File: config.mk
export PLATFORM = sky130hd
export DESIGN_NAME = ppu_top
export DESIGN_NICKNAME = d
export VERILOG_FILES = /design/src/verilog/ppu_regs_pkg.sv /design/src/verilog/ppu_video_pkg.sv /design/src/verilog/ppu_bg_fetch.sv /design/src/verilog/ppu_line_timer.sv /design/src/verilog/ppu_oam_dma.sv /design/src/verilog/ppu_reg_file.sv /design/src/verilog/ppu_top.sv
export VERILOG_INCLUDE_DIRS = /design/src /design/src/verilog
export SDC_FILE = /design/constraint.sdc
export NUM_CORES = 2
export LEC_CHECK = 0
export ABC_AREA = 1
export BUFFER_PORTS_ARGS = -buffer_cell sky130_fd_sc_hd__buf_2
export CORE_ASPECT_RATIO = 2
export CORE_MARGIN = 5
export CORE_UTILIZATION = 30
export CTS_CLUSTER_SIZE = 16
export DETAILED_ROUTE_END_ITERATION = 10
export PLACE_DENSITY = 0.52
export SLEW_MARGIN = 20
export SYNTH_ARGS = -nofsm -noshare
export SYNTH_HDL_FRONTEND = slang
export SYNTH_SLANG_ARGS = --single-unit
File: constraint.sdc
create_clock -name clk_reg -period 4 [get_ports clk_reg]
set_clock_uncertainty 0.2 [all_clocks]
set_input_delay 0.2 -clock clk_reg [delete_from_list [all_inputs] [get_ports clk_reg]]
set_output_delay 0.2 -clock clk_reg [all_outputs]
set_load 0.02 [all_outputs]
File: src/verilog/ppu_settings.svh
`ifndef PPU_SETTINGS_SVH
`define PPU_SETTINGS_SVH

// ----------------------------------------------------------
// line and frame timing, one pixel clock per count
// ----------------------------------------------------------

// last h count of a line, 456 clocks per line
`define PPU_H_LAST      455
// last line of a frame, 154 lines
`define PPU_V_LAST      153
// first vblank line
`define PPU_V_VISIBLE   144
// oam search phase length, kept a multiple of 8 for the fetcher
`define PPU_OAM_LEN     80
// visible pixels per line
`define PPU_LINE_PIX    160
// clocks from mode 3 start to the first pixel
`define PPU_FETCH_LEAD  8

// ----------------------------------------------------------
// oam and dma sizes
// ----------------------------------------------------------

// 160 bytes at four clocks per byte
`define PPU_DMA_LEN     640
`define PPU_OAM_BYTES   160

`endif

File: src/verilog/ppu_regs_pkg.sv
package ppu_regs_pkg;

	// ----------------------------------------------------------
	// cpu register map, low byte of the io address
	// ----------------------------------------------------------
	typedef enum logic [7:0] {
		// display control, bit 7 turns the lcd on
		REG_LCDC = 8'h40,
		// interrupt enables and status
		REG_STAT = 8'h41,
		// background scroll
		REG_SCY  = 8'h42,
		REG_SCX  = 8'h43,
		// current line, read only
		REG_LY   = 8'h44,
		// line compare
		REG_LYC  = 8'h45,
		// writing a page here starts oam dma
		REG_DMA  = 8'h46,
		// background palette
		REG_BGP  = 8'h47
	} reg_addr_e;

	// request fields, held steady while req is high
	typedef struct packed {
		// access targets oam instead of the registers
		logic       sel_oam;
		logic       wr;
		logic [7:0] addr;
		logic [7:0] wdata;
	} cpu_bus_t;

	// register set seen by the timing and fetch blocks
	typedef struct packed {
		logic [7:0] lcdc;
		// only bits 6:3 are kept, the enables
		logic [7:0] stat;
		logic [7:0] scy;
		logic [7:0] scx;
		logic [7:0] lyc;
		// two bits per colour, colour 0 in bits 1:0
		logic [7:0] bgp;
	} ppu_regs_t;

endpackage

File: src/verilog/ppu_video_pkg.sv
package ppu_video_pkg;

	// lcd mode as reported in stat bits 1:0
	typedef enum logic [1:0] {
		MODE_HBLANK   = 2'd0,
		MODE_VBLANK   = 2'd1,
		MODE_OAM      = 2'd2,
		MODE_TRANSFER = 2'd3
	} lcd_mode_e;

	// two clocks per phase, taken straight from h_cnt[2:1]
	typedef enum logic [1:0] {
		PH_MAP   = 2'd0,
		PH_DATA0 = 2'd1,
		PH_DATA1 = 2'd2,
		PH_LOAD  = 2'd3
	} fetch_phase_e;

	// ----------------------------------------------------------
	// line timing shared by the register file and the fetcher
	// ----------------------------------------------------------
	typedef struct packed {
		logic [8:0] h_cnt;
		logic [7:0] ly;
		lcd_mode_e  mode;
		// ly equals lyc
		logic       lyc_match;
		// high during mode 3
		logic       drawing;
		// first clock of a line, held while the lcd is off
		logic       line_start;
	} line_timing_t;

endpackage
File: src/verilog/ppu_bg_fetch.sv
`include "ppu_settings.svh"

module ppu_bg_fetch
	import ppu_regs_pkg::*;
	import ppu_video_pkg::*;
(
	input  logic         clk_reg,
	input  logic         reset,
	input  ppu_regs_t    regs,
	input  line_timing_t timing,
	output logic [2:0]   fine_scroll,
	output logic         vram_rd,
	output logic [12:0]  vram_addr,
	input  logic [7:0]   vram_data,
	output logic         lcd_clkena,
	output logic [1:0]   lcd_data
);

	logic [7:0]   scx_r;
	logic [7:0]   scy_r;
	logic [7:0]   bg_line;
	logic [4:0]   map_col;
	logic [7:0]   tile_num;
	logic [7:0]   data0;
	logic [7:0]   data1;
	logic [7:0]   shift0;
	logic [7:0]   shift1;
	logic         shift_valid;
	logic [2:0]   skip_cnt;
	logic [7:0]   pix_cnt;
	logic         load;
	logic         tile_a12;
	logic [1:0]   colour;
	fetch_phase_e phase;

	// mode 3 starts on an 8 clock boundary, so h_cnt gives the phase
	assign phase = fetch_phase_e'(timing.h_cnt[2:1]);
	assign load = timing.drawing && (phase == PH_LOAD) && timing.h_cnt[0];
	assign bg_line = timing.ly + scy_r;
	assign fine_scroll = scx_r[2:0];

	// scroll is sampled just before the line is fetched
	always_ff @(posedge clk_reg) begin
		if (reset) begin
			scx_r <= 8'h00;
			scy_r <= 8'h00;
		end else if (timing.h_cnt == 9'(`PPU_OAM_LEN - 2)) begin
			scx_r <= regs.scx;
			scy_r <= regs.scy;
		end
	end

	// ----------------------------------------------------------
	// vram fetch, address on the even clock, data on the odd one
	// ----------------------------------------------------------
	assign vram_rd = timing.drawing && (phase != PH_LOAD);
	// signed tile numbers when lcdc bit 4 is clear
	assign tile_a12 = regs.lcdc[4] ? 1'b0 : ~tile_num[7];

	always_comb begin
		if (phase == PH_MAP)
			vram_addr = {2'b11, regs.lcdc[3], bg_line[7:3], map_col};
		else
			vram_addr = {tile_a12, tile_num, bg_line[2:0], phase == PH_DATA1};
	end

	always_ff @(posedge clk_reg) begin
		if (timing.h_cnt == 9'(`PPU_OAM_LEN - 1))
			map_col <= scx_r[7:3];
		if (timing.drawing && timing.h_cnt[0]) begin
			case (phase)
				PH_MAP:   tile_num <= vram_data;
				PH_DATA0: data0 <= vram_data;
				PH_DATA1: data1 <= vram_data;
				// column wraps at 32 tiles
				PH_LOAD:  map_col <= map_col + 5'd1;
			endcase
		end
		// msb first, plane 1 gives the high colour bit
		if (load) begin
			shift0 <= data0;
			shift1 <= data1;
		end else begin
			shift0 <= {shift0[6:0], 1'b0};
			shift1 <= {shift1[6:0], 1'b0};
		end
	end

	// ----------------------------------------------------------
	// fine scroll skip and pixel count
	// ----------------------------------------------------------
	always_ff @(posedge clk_reg) begin
		if (reset || timing.line_start) begin
			shift_valid <= 1'b0;
			skip_cnt <= '0;
			pix_cnt <= '0;
		end else if (load && !shift_valid) begin
			// first tile of the line, drop scx & 7 pixels of it
			shift_valid <= 1'b1;
			skip_cnt <= scx_r[2:0];
		end else if (shift_valid) begin
			if (skip_cnt != 3'd0)
				skip_cnt <= skip_cnt - 3'd1;
			else if (pix_cnt != 8'(`PPU_LINE_PIX))
				pix_cnt <= pix_cnt + 8'd1;
		end
	end

	assign lcd_clkena = timing.drawing && shift_valid && (skip_cnt == 3'd0) &&
		(pix_cnt != 8'(`PPU_LINE_PIX));

	// palette lookup, background off shows shade 0
	assign colour = {shift1[7], shift0[7]};
	assign lcd_data = regs.lcdc[0] ? regs.bgp[{colour, 1'b0} +: 2] : 2'b00;

endmodule

File: src/verilog/ppu_line_timer.sv
`include "ppu_settings.svh"

module ppu_line_timer
	import ppu_regs_pkg::*;
	import ppu_video_pkg::*;
(
	input  logic         clk_reg,
	input  logic         reset,
	input  ppu_regs_t    regs,
	input  logic [2:0]   fine_scroll,
	output line_timing_t timing,
	output logic         irq
);

	logic [8:0] h_cnt;
	logic [7:0] v_cnt;
	logic [8:0] mode3_end;
	logic       lcd_en;
	logic       visible;
	logic       lyc_match;
	lcd_mode_e  mode;
	logic       stat_event;
	logic       stat_event_d;

	assign lcd_en = regs.lcdc[7];
	assign visible = (v_cnt < 8'(`PPU_V_VISIBLE));
	assign lyc_match = (v_cnt == regs.lyc);
	// mode 3 grows by the pixels dropped for fine scroll
	assign mode3_end = 9'(`PPU_OAM_LEN + `PPU_LINE_PIX + `PPU_FETCH_LEAD) + {6'd0, fine_scroll};

	// ----------------------------------------------------------
	// h/v counters, held at zero with the lcd off
	// ----------------------------------------------------------
	always_ff @(posedge clk_reg) begin
		if (reset || !lcd_en) begin
			h_cnt <= '0;
			v_cnt <= '0;
		end else if (h_cnt == 9'(`PPU_H_LAST)) begin
			h_cnt <= '0;
			if (v_cnt == 8'(`PPU_V_LAST))
				v_cnt <= '0;
			else
				v_cnt <= v_cnt + 8'd1;
		end else begin
			h_cnt <= h_cnt + 9'd1;
		end
	end

	// mode decode, lcd off reads as hblank
	always_comb begin
		if (!lcd_en)
			mode = MODE_HBLANK;
		else if (!visible)
			mode = MODE_VBLANK;
		else if (h_cnt < 9'(`PPU_OAM_LEN))
			mode = MODE_OAM;
		else if (h_cnt < mode3_end)
			mode = MODE_TRANSFER;
		else
			mode = MODE_HBLANK;
	end

	// ----------------------------------------------------------
	// stat interrupt
	// ----------------------------------------------------------
	// one clock strobes, each behind its own enable bit
	assign stat_event = lcd_en && (
		(regs.stat[6] && (h_cnt == 9'd1) && lyc_match) ||
		(regs.stat[5] && (h_cnt == 9'd0)) ||
		(regs.stat[4] && (h_cnt == 9'(`PPU_H_LAST)) && (v_cnt == 8'(`PPU_V_VISIBLE - 1))) ||
		(regs.stat[3] && visible && (h_cnt == mode3_end)));

	// events on adjacent clocks merge into one request, like a shared stat line
	always_ff @(posedge clk_reg) begin
		if (reset) begin
			stat_event_d <= 1'b0;
			irq <= 1'b0;
		end else begin
			stat_event_d <= stat_event;
			irq <= stat_event && !stat_event_d;
		end
	end

	assign timing = '{
		h_cnt:      h_cnt,
		ly:         v_cnt,
		mode:       mode,
		lyc_match:  lyc_match,
		drawing:    (mode == MODE_TRANSFER),
		line_start: (h_cnt == 9'd0)
	};

	a_h_range: assert property (@(posedge clk_reg) disable iff (reset)
		h_cnt <= 9'(`PPU_H_LAST))
		else $error("h_cnt out of range");

	// the cpu sees each stat request as a single pulse
	a_irq_pulse: assert property (@(posedge clk_reg) disable iff (reset)
		irq |=> !irq)
		else $error("irq held for two clocks");

endmodule

File: src/verilog/ppu_oam_dma.sv
`include "ppu_settings.svh"

module ppu_oam_dma (
	input  logic        clk_reg,
	input  logic        reset,
	input  logic        dma_start,
	input  logic [7:0]  dma_page,
	output logic        dma_rd,
	output logic [15:0] dma_addr,
	input  logic [7:0]  dma_data,
	input  logic        oam_wr,
	input  logic [7:0]  oam_addr,
	input  logic [7:0]  oam_wdata,
	output logic [7:0]  oam_rdata
);

	logic       dma_active;
	// four clocks per byte, byte index in bits 9:2
	logic [9:0] dma_cnt;
	logic       dma_wr;
	logic       cpu_wr_ok;
	logic [7:0] oam_mem [0:`PPU_OAM_BYTES-1];

	// ----------------------------------------------------------
	// dma sequencer
	// ----------------------------------------------------------
	always_ff @(posedge clk_reg) begin
		if (reset) begin
			dma_active <= 1'b0;
			dma_cnt <= '0;
		end else if (dma_start) begin
			// a new start restarts from byte 0
			dma_active <= 1'b1;
			dma_cnt <= '0;
		end else if (dma_active) begin
			if (dma_cnt == 10'(`PPU_DMA_LEN - 1))
				dma_active <= 1'b0;
			else
				dma_cnt <= dma_cnt + 10'd1;
		end
	end

	assign dma_rd = dma_active;
	assign dma_addr = {dma_page, dma_cnt[9:2]};

	// address goes out at phase 0, source data is valid from phase 1
	assign dma_wr = dma_active && (dma_cnt[1:0] == 2'd2);

	// cpu writes are dropped while dma owns the array
	assign cpu_wr_ok = oam_wr && !dma_active && (oam_addr < 8'(`PPU_OAM_BYTES));

	// ----------------------------------------------------------
	// oam array
	// ----------------------------------------------------------
	always_ff @(posedge clk_reg) begin
		if (dma_wr)
			oam_mem[dma_cnt[9:2]] <= dma_data;
		else if (cpu_wr_ok)
			oam_mem[oam_addr] <= oam_wdata;
	end

	// bus reads ff during dma and past the end of oam
	assign oam_rdata = (dma_active || (oam_addr >= 8'(`PPU_OAM_BYTES))) ?
		8'hff : oam_mem[oam_addr];

	a_dma_in_range: assert property (@(posedge clk_reg) disable iff (reset)
		dma_rd |-> (dma_addr[7:0] < 8'(`PPU_OAM_BYTES)))
		else $error("dma source address past oam size");

endmodule

File: src/verilog/ppu_reg_file.sv
module ppu_reg_file
	import ppu_regs_pkg::*;
	import ppu_video_pkg::*;
(
	input  logic         clk_reg,
	input  logic         reset,
	input  logic         cpu_req,
	input  cpu_bus_t     cpu_bus,
	output logic         cpu_ack,
	output logic [7:0]   cpu_rdata,
	input  line_timing_t timing,
	output ppu_regs_t    regs,
	output logic         dma_start,
	output logic [7:0]   dma_page,
	output logic         oam_wr,
	output logic [7:0]   oam_addr,
	output logic [7:0]   oam_wdata,
	input  logic [7:0]   oam_rdata
);

	// ack is high in both ACK and RELEASE
	typedef enum logic [1:0] {
		HS_IDLE,
		HS_ACK,
		HS_RELEASE
	} hs_state_e;

	hs_state_e  hs_state;
	logic       access;
	logic       reg_wr;
	logic [7:0] reg_rdata;

	// ----------------------------------------------------------
	// four-phase handshake
	// ----------------------------------------------------------
	// the access edge is the one that raises ack
	assign access = (hs_state == HS_IDLE) && cpu_req;
	assign cpu_ack = (hs_state != HS_IDLE);

	always_ff @(posedge clk_reg) begin
		if (reset) begin
			hs_state <= HS_IDLE;
		end else begin
			case (hs_state)
				HS_IDLE:
					if (cpu_req)
						hs_state <= HS_ACK;
				// first ack clock, req may already be gone
				HS_ACK:
					hs_state <= cpu_req ? HS_RELEASE : HS_IDLE;
				// hold ack until the master drops req
				HS_RELEASE:
					if (!cpu_req)
						hs_state <= HS_IDLE;
				default:
					hs_state <= HS_IDLE;
			endcase
		end
	end

	// ----------------------------------------------------------
	// register storage
	// ----------------------------------------------------------
	assign reg_wr = access && cpu_bus.wr && !cpu_bus.sel_oam;

	always_ff @(posedge clk_reg) begin
		if (reset) begin
			// lcd starts off so the cpu can fill vram first
			regs <= '{lcdc: 8'h00, stat: 8'h00, scy: 8'h00, scx: 8'h00,
				lyc: 8'h00, bgp: 8'hfc};
			dma_page <= 8'h00;
			dma_start <= 1'b0;
		end else begin
			dma_start <= 1'b0;
			if (reg_wr) begin
				case (reg_addr_e'(cpu_bus.addr))
					REG_LCDC: regs.lcdc <= cpu_bus.wdata;
					// mode and match bits are live, only enables stored
					REG_STAT: regs.stat <= {1'b0, cpu_bus.wdata[6:3], 3'b000};
					REG_SCY:  regs.scy <= cpu_bus.wdata;
					REG_SCX:  regs.scx <= cpu_bus.wdata;
					REG_LYC:  regs.lyc <= cpu_bus.wdata;
					REG_DMA: begin
						dma_page <= cpu_bus.wdata;
						dma_start <= 1'b1;
					end
					REG_BGP:  regs.bgp <= cpu_bus.wdata;
					// ly is read only
					default: ;
				endcase
			end
		end
	end

	// ----------------------------------------------------------
	// read multiplexer
	// ----------------------------------------------------------
	always_comb begin
		case (reg_addr_e'(cpu_bus.addr))
			REG_LCDC: reg_rdata = regs.lcdc;
			REG_STAT: reg_rdata = {1'b1, regs.stat[6:3], timing.lyc_match, timing.mode};
			REG_SCY:  reg_rdata = regs.scy;
			REG_SCX:  reg_rdata = regs.scx;
			REG_LY:   reg_rdata = timing.ly;
			REG_LYC:  reg_rdata = regs.lyc;
			REG_DMA:  reg_rdata = dma_page;
			REG_BGP:  reg_rdata = regs.bgp;
			default:  reg_rdata = 8'hff;
		endcase
	end

	// read data is captured on the access edge
	always_ff @(posedge clk_reg) begin
		if (access && !cpu_bus.wr)
			cpu_rdata <= cpu_bus.sel_oam ? oam_rdata : reg_rdata;
	end

	// oam port, write is a single clock strobe
	assign oam_wr = access && cpu_bus.wr && cpu_bus.sel_oam;
	assign oam_addr = cpu_bus.addr;
	assign oam_wdata = cpu_bus.wdata;

	a_ack_needs_req: assert property (@(posedge clk_reg) disable iff (reset)
		$rose(cpu_ack) |-> $past(cpu_req))
		else $error("ack raised without req");

endmodule

File: src/verilog/ppu_top.sv
module ppu_top
	import ppu_regs_pkg::*;
	import ppu_video_pkg::*;
(
	input  logic        clk_reg,
	input  logic        reset,
	// cpu register and oam bus
	input  logic        cpu_req,
	input  cpu_bus_t    cpu_bus,
	output logic        cpu_ack,
	output logic [7:0]  cpu_rdata,
	output logic        irq,
	// lcd
	output logic        lcd_on,
	output logic        lcd_clkena,
	output logic [1:0]  lcd_data,
	output lcd_mode_e   mode,
	// vram, one clock read latency
	output logic        vram_rd,
	output logic [12:0] vram_addr,
	input  logic [7:0]  vram_data,
	// dma source, one clock read latency
	output logic        dma_rd,
	output logic [15:0] dma_addr,
	input  logic [7:0]  dma_data
);

	ppu_regs_t    regs;
	line_timing_t timing;
	logic [2:0]   fine_scroll;
	logic         dma_start;
	logic [7:0]   dma_page;
	logic         oam_wr;
	logic [7:0]   oam_addr;
	logic [7:0]   oam_wdata;
	logic [7:0]   oam_rdata;

	assign lcd_on = regs.lcdc[7];
	assign mode = timing.mode;

	ppu_line_timer u_timer (
		.clk_reg(clk_reg), .reset(reset), .regs(regs),
		.fine_scroll(fine_scroll), .timing(timing), .irq(irq)
	);

	ppu_reg_file u_regs (
		.clk_reg(clk_reg), .reset(reset), .cpu_req(cpu_req), .cpu_bus(cpu_bus),
		.cpu_ack(cpu_ack), .cpu_rdata(cpu_rdata), .timing(timing), .regs(regs),
		.dma_start(dma_start), .dma_page(dma_page), .oam_wr(oam_wr),
		.oam_addr(oam_addr), .oam_wdata(oam_wdata), .oam_rdata(oam_rdata)
	);

	ppu_oam_dma u_dma (
		.clk_reg(clk_reg), .reset(reset), .dma_start(dma_start), .dma_page(dma_page),
		.dma_rd(dma_rd), .dma_addr(dma_addr), .dma_data(dma_data), .oam_wr(oam_wr),
		.oam_addr(oam_addr), .oam_wdata(oam_wdata), .oam_rdata(oam_rdata)
	);

	ppu_bg_fetch u_fetch (
		.clk_reg(clk_reg), .reset(reset), .regs(regs), .timing(timing),
		.fine_scroll(fine_scroll), .vram_rd(vram_rd), .vram_addr(vram_addr),
		.vram_data(vram_data), .lcd_clkena(lcd_clkena), .lcd_data(lcd_data)
	);

endmodule

## Word level (Yosys, flattened, before mapping)

Memories as Yosys holds them, arrays and structs flattened.
Cells that the tools add are included.

| storage, ports and cells | value |
|---|---|
| register bits | 166 |
| latch bits | 0 |
| bits in writable memories | 1,280 |
| bits in read-only memories | 0 |
| bits of input ports | 37 |
| output and inout bits | 47 |
| word-level logic and storage cells | 175 |
| memories kept | 1 |

Memories:

| name | words | width | rd ports | clocked after Yosys merged registers in | wr ports | RTL line | source |
|---|---|---|---|---|---|---|---|
| u_dma.oam_mem | 160 | 8 | 1 | 0 | 1 | ppu_oam_dma.sv:22 | `` logic [7:0] oam_mem [0:`PPU_OAM_BYTES-1]; `` |

| operators by class | value |
|---|---|
| add/sub/neg operators | 8 |
| multipliers | 0 |
| div/mod/pow operators | 0 |
| $lt $le $gt $ge | 5 |
| eq/ne operators | 28 |
| shifts and indexed selects | 1 |
| mux-type cells | 35 |
| bitwise logic cells | 5 |
| reduce and logical (&&, ||, !) cells | 63 |

Operators with widths:

| kind | count |
|---|---|
| $eq 8x7->1 const B | 8 |
| $pmux 8 s8 | 1 |
| $mux 8 | 7 |
| $reduce_and 2->1 | 13 |
| $logic_and 1x1->1 | 25 |
| $eq 9x7->1 const B | 2 |
| $add 8x1->8 const B | 2 |
| $eq 8x8->1 const B | 2 |
| $lt 8x8->1 const B | 2 |
| $mux 2 | 8 |
| $mux 5 | 3 |
| $mux 13 | 1 |
| $mux 1 | 11 |
| $add 10x1->10 const B | 1 |
| $eq 10x10->1 const B | 1 |
| $eq 2x2->1 const B | 5 |
| $add 8x3->9 const A | 1 |
| $add 9x1->9 const B | 1 |
| $eq 9x1->1 const B | 1 |
| $eq 9x9->1 | 1 |
| $eq 9x9->1 const B | 1 |
| $logic_not 9->1 | 1 |
| $lt 9x7->1 const B | 1 |
| $lt 9x9->1 | 1 |
| 21 further kinds | 45 |

## Logic depth before layout (Yosys ltp)

| logic depth | value |
|---|---|
| depth in word-level cells | 12 |
| mapped depth | 18 |
| gate-level depth less buffers | 15 |

## Hierarchy

From an unflattened synthesis, not the netlist that was laid out.

| unflattened totals | value |
|---|---|
| cells, all modules | 5,772 |
| area, all modules | 61,580.3 um^2 |

Modules (own cells, without submodules):

| module | instances | cells an instance | area an instance (um^2) | seq. area each (um^2) |
|---|---|---|---|---|
| ppu_oam_dma | 1 | 4,719 | 53,550.1 | 38,657.1 |
| ppu_bg_fetch | 1 | 447 | 3,580.9 | 1,701.6 |
| ppu_reg_file | 1 | 407 | 3,126.7 | 1,341.3 |
| ppu_line_timer | 1 | 199 | 1,322.5 | 380.4 |

## Worst setup path after synthesis

OpenSTA, ideal clock, no wires.

| timing | value |
|---|---|
| path kind | register to register |
| from | register u_dma.dma_active, in the netlist u_dma.dma_rd |
| to | memory u_dma.oam_mem[0][0] (data pin) |
| setup time | 0.590 ns |
| data arrival time | 2.910 ns |
| required time | 3.210 ns |
| slack | 0.300 ns |
| cell stages (with the launch flop) | 8 |
| path buffers | 1 |
| period minus slack after synthesis | 3.700 ns |
| cell sequence | dfxtp_1 -> inv_1 -> o211ai_2 -> nor2_4 -> inv_4 -> buf_2 -> nand2_1 -> nand2_1 |

| on the way | value |
|---|---|
| longest elaborated chain between the ends | 8 |
| elaborated cells between the ends (all ways) | 9 |
| those cells by class | mux (4); reduce/logical (5) |

Ends and longest elaborated chain:

| element | RTL line | source |
|---|---|---|
| start, declared | ppu_oam_dma.sv:17 | `logic dma_active;` |
| start signal, assigned | ppu_oam_dma.sv:29 | `dma_active <= 1'b0;` |
| start signal, assigned | ppu_oam_dma.sv:33 | `dma_active <= 1'b1;` |
| start signal, assigned | ppu_oam_dma.sv:37 | `dma_active <= 1'b0;` |
| $logic_not 1->1 | ppu_oam_dma.sv:50 | `` assign cpu_wr_ok = oam_wr && !dma_active && (oam_addr < 8'(`PPU_OAM_BYTES)); `` |
| $logic_and 1x1->1 (2 in a row) | ppu_oam_dma.sv:50 |  |
| $mux 1 | ppu_oam_dma.sv:58 | `else if (cpu_wr_ok)` |
| $mux 1 * | ppu_oam_dma.sv:56 | `if (dma_wr)` |
| $mux 1 (not written as such) * | ppu_oam_dma.sv:59 | `oam_mem[oam_addr] <= oam_wdata;` |
| $reduce_or 8->1 (no line) * | - |  |
| $mux 8 (no line) * | - |  |
| end, declared | ppu_oam_dma.sv:22 |  |

Every way passes the cells marked *; elsewhere a longest branch is shown, timed or not.

## Worst setup path in the final report

| timing | value |
|---|---|
| from | register u_timer.h_cnt[2] |
| to | output port vram_rd |

| on the way | value |
|---|---|
| longest elaborated chain between the ends | 7 |
| elaborated cells between the ends (all ways) | 9 |
| those cells by class | order compare (2); eq/ne (2); mux (4); reduce/logical (1) |

Ends and longest elaborated chain:

| element | RTL line | source |
|---|---|---|
| start, declared | ppu_line_timer.sv:15 | `logic [8:0] h_cnt;` |
| start signal, assigned | ppu_line_timer.sv:45 | `h_cnt <= h_cnt + 9'd1;` |
| $lt 9x9->1 | ppu_line_timer.sv:57 | `else if (h_cnt < mode3_end)` |
| $mux 2 | ppu_line_timer.sv:57 |  |
| $mux 2 | ppu_line_timer.sv:55 | `` else if (h_cnt < 9'(`PPU_OAM_LEN)) `` |
| $mux 2 | ppu_line_timer.sv:53 | `else if (!visible)` |
| $mux 2 | ppu_line_timer.sv:51 | `if (!lcd_en)` |
| $eq 2x2->1 | ppu_line_timer.sv:89 | `drawing: (mode == MODE_TRANSFER),` |
| $logic_and 1x1->1 * | ppu_bg_fetch.sv:56 | `assign vram_rd = timing.drawing && (phase != PH_LOAD);` |
| end, declared | ppu_top.sv:19 | `output logic vram_rd,` |

Marks and branches as above.

==> results by group <==
Setup path
  • Cells along the critical path: ha_1 > a21oi_1 > o21ai_0 > nand3_1 > nand2_1 > nor3b_1 > inv_1 > a21oi_1 > buf_2
  • WS Path Type: reg -> out
  • CP max stage cell: dfxtp_1
  • CP Capture Type: primary output
  • Setup crit start kind: flop
  • CP Max Fanout: 10
  • Critical path arrival: about 3.5 ns
  • Cell mode on critical path: a21oi_1
  • Slowest Stage Delay on Critical Path: between 0.5 and 0.6 ns
  • Worst path top cell family by delay: simple AND/OR/NAND/NOR gates
  • Crit path buf inv count: 2
  • Worst EP required: 3.60 ns

Floorplanning
  • Initial Utilization: 30.2%
  • Core area: about 200000 um2
  • Die ar.: about 210000 um2
  • Chip height: approximately 640 um
  • Site Rows: 230
  • IO Count: 84
  • Die X: about 320 um

STA
  • Rel. slew slack: 33.6%
  • Unrepaired setup endpoints after global routing: no
  • Setup TNS: 0 ns
  • Fin. max-slew vios: 0
  • Minimum clock period: slightly below 4 ns
  • Least-Margin Pin Slew: about 1 ns
  • Final Cycle Share: 96.2%
  • Fmax: 260 MHz
  • Final setup viols: 0
  • Hold Vio Cnt, Final: 0

Routing
  • Remaining DRCs: 0
  • WL final: 200 mm
  • Detailed Route Iter0 Violations: around 3200
  • Vias per cell: between 4 and 5
  • DR WL/cell: between 20 and 25 um
  • Iteration count of the initial detailed-routing pass: 6
  • Final antenna-violating net count: 0
  • Vias: approximately 41000

Final layout
  • Most frequent cells in the layout: nand2_1 (2124), edfxtp_1 (1312), nor2_1 (455)
  • Area grow syn2layout: 15.7%
  • Share of cells above drive strength 1: a little over a tenth
  • Area of the multi-input gates: 15300 um2
  • Fin area: 68600 um2
  • Fillcell total: just under 20000
  • Reg area: around 42000 um2
  • Fin nets: about 5700
  • Commonest non-fill, non-tap cell in the layout: nand2_1

Logic synthesis
  • Dominant cells by area after synthesis: edfxtp_1 (66%), nand2_1 (13%), dfxtp_1 (4.5%), nor2_1 (2.9%), nand3_1 (2.0%)
  • Gate Count Post-Synth: 5439
  • Synthesis Warnings: 0
  • Synth unique cells: slightly below 50
  • Flops & latches, synth: between 1000 and 1500
  • Syn_area_per_cell: about 11 um2
  • Sequential share of the synthesized area: a little under three quarters
  • Post-synth top area share: between 60% and 70%
  • Cell taking the most area after synthesis: edfxtp_1
  • Synthesized area: ~60000 um2
  • Post-Syn Nets: 5500

Place
  • Final Wtd Congestion: around 0.95
  • Count of input and output buffers: 83
  • DP HPWL: 136 mm
  • DP Area: about 64000 um2

Outcome
  • Status: finished clean

Pwr
  • Clock power share: between 30 and 40%
  • P_int: approximately 23 mW
  • Switching share of total power: about a quarter
  • P per Cell Area: ~440 nW/um2
  • Reg power frac: between 50% and 60%
  • Worst IR Drop VDD: roughly 0.00056 V
  • Leak Pwr: around 25 nW
  • Switching Power: 7.09 mW
  • Combinational fraction of design power: 6.6%

GRT
  • Pin count of the biggest net entering global routing: 101
  • Vias in the first global route: around 40000
  • GRT Resource Usage Total: 18.7%
  • First-pass GRT wire length: 285 mm
  • Gr ovfl total: 0
  • Initial antenna violation count: 6

CTS
  • Post-CTS sizing: 0
  • Clk_lat worst skew: between 0.7 and 0.8 ns
  • Root buf cell: clkbuf_16
  • CTS tree: built
  • Setup Fix Bufs, Post-CTS: 0
  • CTS Buf Count: between 100 and 150
  • Clk buf depth: 3
  • Clock transition at path regs: 0.07 ns
  • H-tree levels: 3
  • Hold_buf cts: 29
  • Clk sinks: roughly 1400

Hold path
  • Hold Path Class: in -> reg

Flow run
  • Maxcap violations: 0
==> synth_stat cells, drive strengths merged <==
| library cell | number |
|---|---|
| xnor2 | 7 |
| o2111ai | 2 |
| a21oi | 155 |
| and2 | 2 |
| clkbuf | 112 |
| nand3b | 5 |
| o22ai | 2 |
| nand3 | 242 |
| a31oi | 1 |
| inv | 224 |
| o21a | 2 |
| o221ai | 3 |
| a221oi | 1 |
| or2 | 4 |
| dfxtp | 134 |
| buf | 150 |
| xor2 | 10 |
| o21ai | 144 |
| edfxtp | 1312 |
| nor3b | 5 |
| a22oi | 47 |
| nor2 | 477 |
| nand2 | 2142 |
| a211oi | 1 |
| nand4 | 159 |
| clkinv | 3 |
| o211ai | 17 |
| ha | 23 |
| nor3 | 28 |
| a21o | 4 |
| nor4 | 12 |
| fa | 1 |
| a31o | 1 |
| a41oi | 7 |
==> routing by layer <==
metal | global-route usage (%) | part of all wire [%] | wire length, um
met1 | 18.8 | 34 | 67800
met4 | 12.5 | 8.0 | 16000
met2 | 36.0 | 54 | 108000
met3 | 2.03 | 4.4 | 8770
met5 | 0 | 0.013 | 27
==> final cells by class <==
type	count	share of cell area, %
sequential	1446	61.4
multi-input combinational	3504	22.3
timing repair buffer	389	4.80
tap	2552	4.66
clock buffer	141	4.56
inverter	227	1.28
clock inverter	76	1.07
antenna	2	0.00730
==> state kept, by name, indices dropped and copies added, names as in the netlist, 2 cells and up <==
name and flops:
u_dma.dma_cnt 10, u_dma.oam_mem 1280, u_fetch.data0 8, u_fetch.data1 8, u_fetch.map_col 5, u_fetch.pix_cnt 8, u_fetch.scx_r 8, u_fetch.scy_r 8
u_fetch.shift0 8, u_fetch.shift1 8, u_fetch.skip_cnt 3, u_fetch.tile_num 8, u_regs.cpu_rdata 8, u_regs.dma_page 8, u_regs.hs_state 2, u_regs.regs 44
u_timer.h_cnt 9, u_timer.v_cnt 8
==> power groups by stage <==
stage	sequential, mW	combinational, mW	clock (mW)
global placement	16.9	1.98	0
finish	16.5	2.00	11.8
global route	16.5	2.12	12.7
CTS	16.5	2.01	12.1
detailed placement	16.9	1.98	0
floorplan	16.9	0.960	0
==> metrics by stage <==
step,power [mW],hold slack [ns],setup slack (ns),cells,util [%]
after floorplan,17.9,0.0989,0.300,5439,-
after global placement,18.9,0.179,0.540,8089,32.8
after detailed placement,18.9,0.185,0.519,8089,32.8
after CTS,30.7,0.00539,0.108,8335,34.9
after global routing,31.3,0.0674,0.0994,8336,34.9
final,30.4,0.0720,0.151,8337,34.9
==> final timing paths <==
check                             startpoint                               to  slack (ns)  cells after the start
min                              dma_data[5]   u_dma.oam_mem[21][5]$_DFFE_PP_        0.07                      3
min reg2reg  u_timer.stat_event_d$_SDFF_PP0_           u_timer.irq$_SDFF_PP0_        0.20                      1
max              u_timer.h_cnt[2]$_SDFF_PP0_                          vram_rd        0.15                      9
max reg2reg  u_regs.hs_state[1]$_SDFFE_PP0P_  u_dma.oam_mem[128][2]$_DFFE_PP_        0.54                      9
==> worst reg2reg max path, stage by stage, from the launching register on <==
cell and delay (ns):
dfxtp_1 0.31, nor2_1 0.20, nand3_1 0.17, nor2_4 0.32
inv_4 0.20, o21ai_2 0.26, nand2_1 0.17, nor2_1 0.19
nand2_1 0.28, nor2_1 0.76
==> logic make-up after synthesis <==
logic type / count (synthesis) / synth area share (%)
DFF: 1446 / 71.0
AOI/OAI and AO/OA: 387 / 3.73
adders and majority gates: 24 / 0.519
buffers and inverters: 489 / 3.44
xor gates and xnor gates: 17 / 0.251
and+or+nand+nor: 3076 / 21.1
No activity file was read; power rests on OpenSTA's default activity.
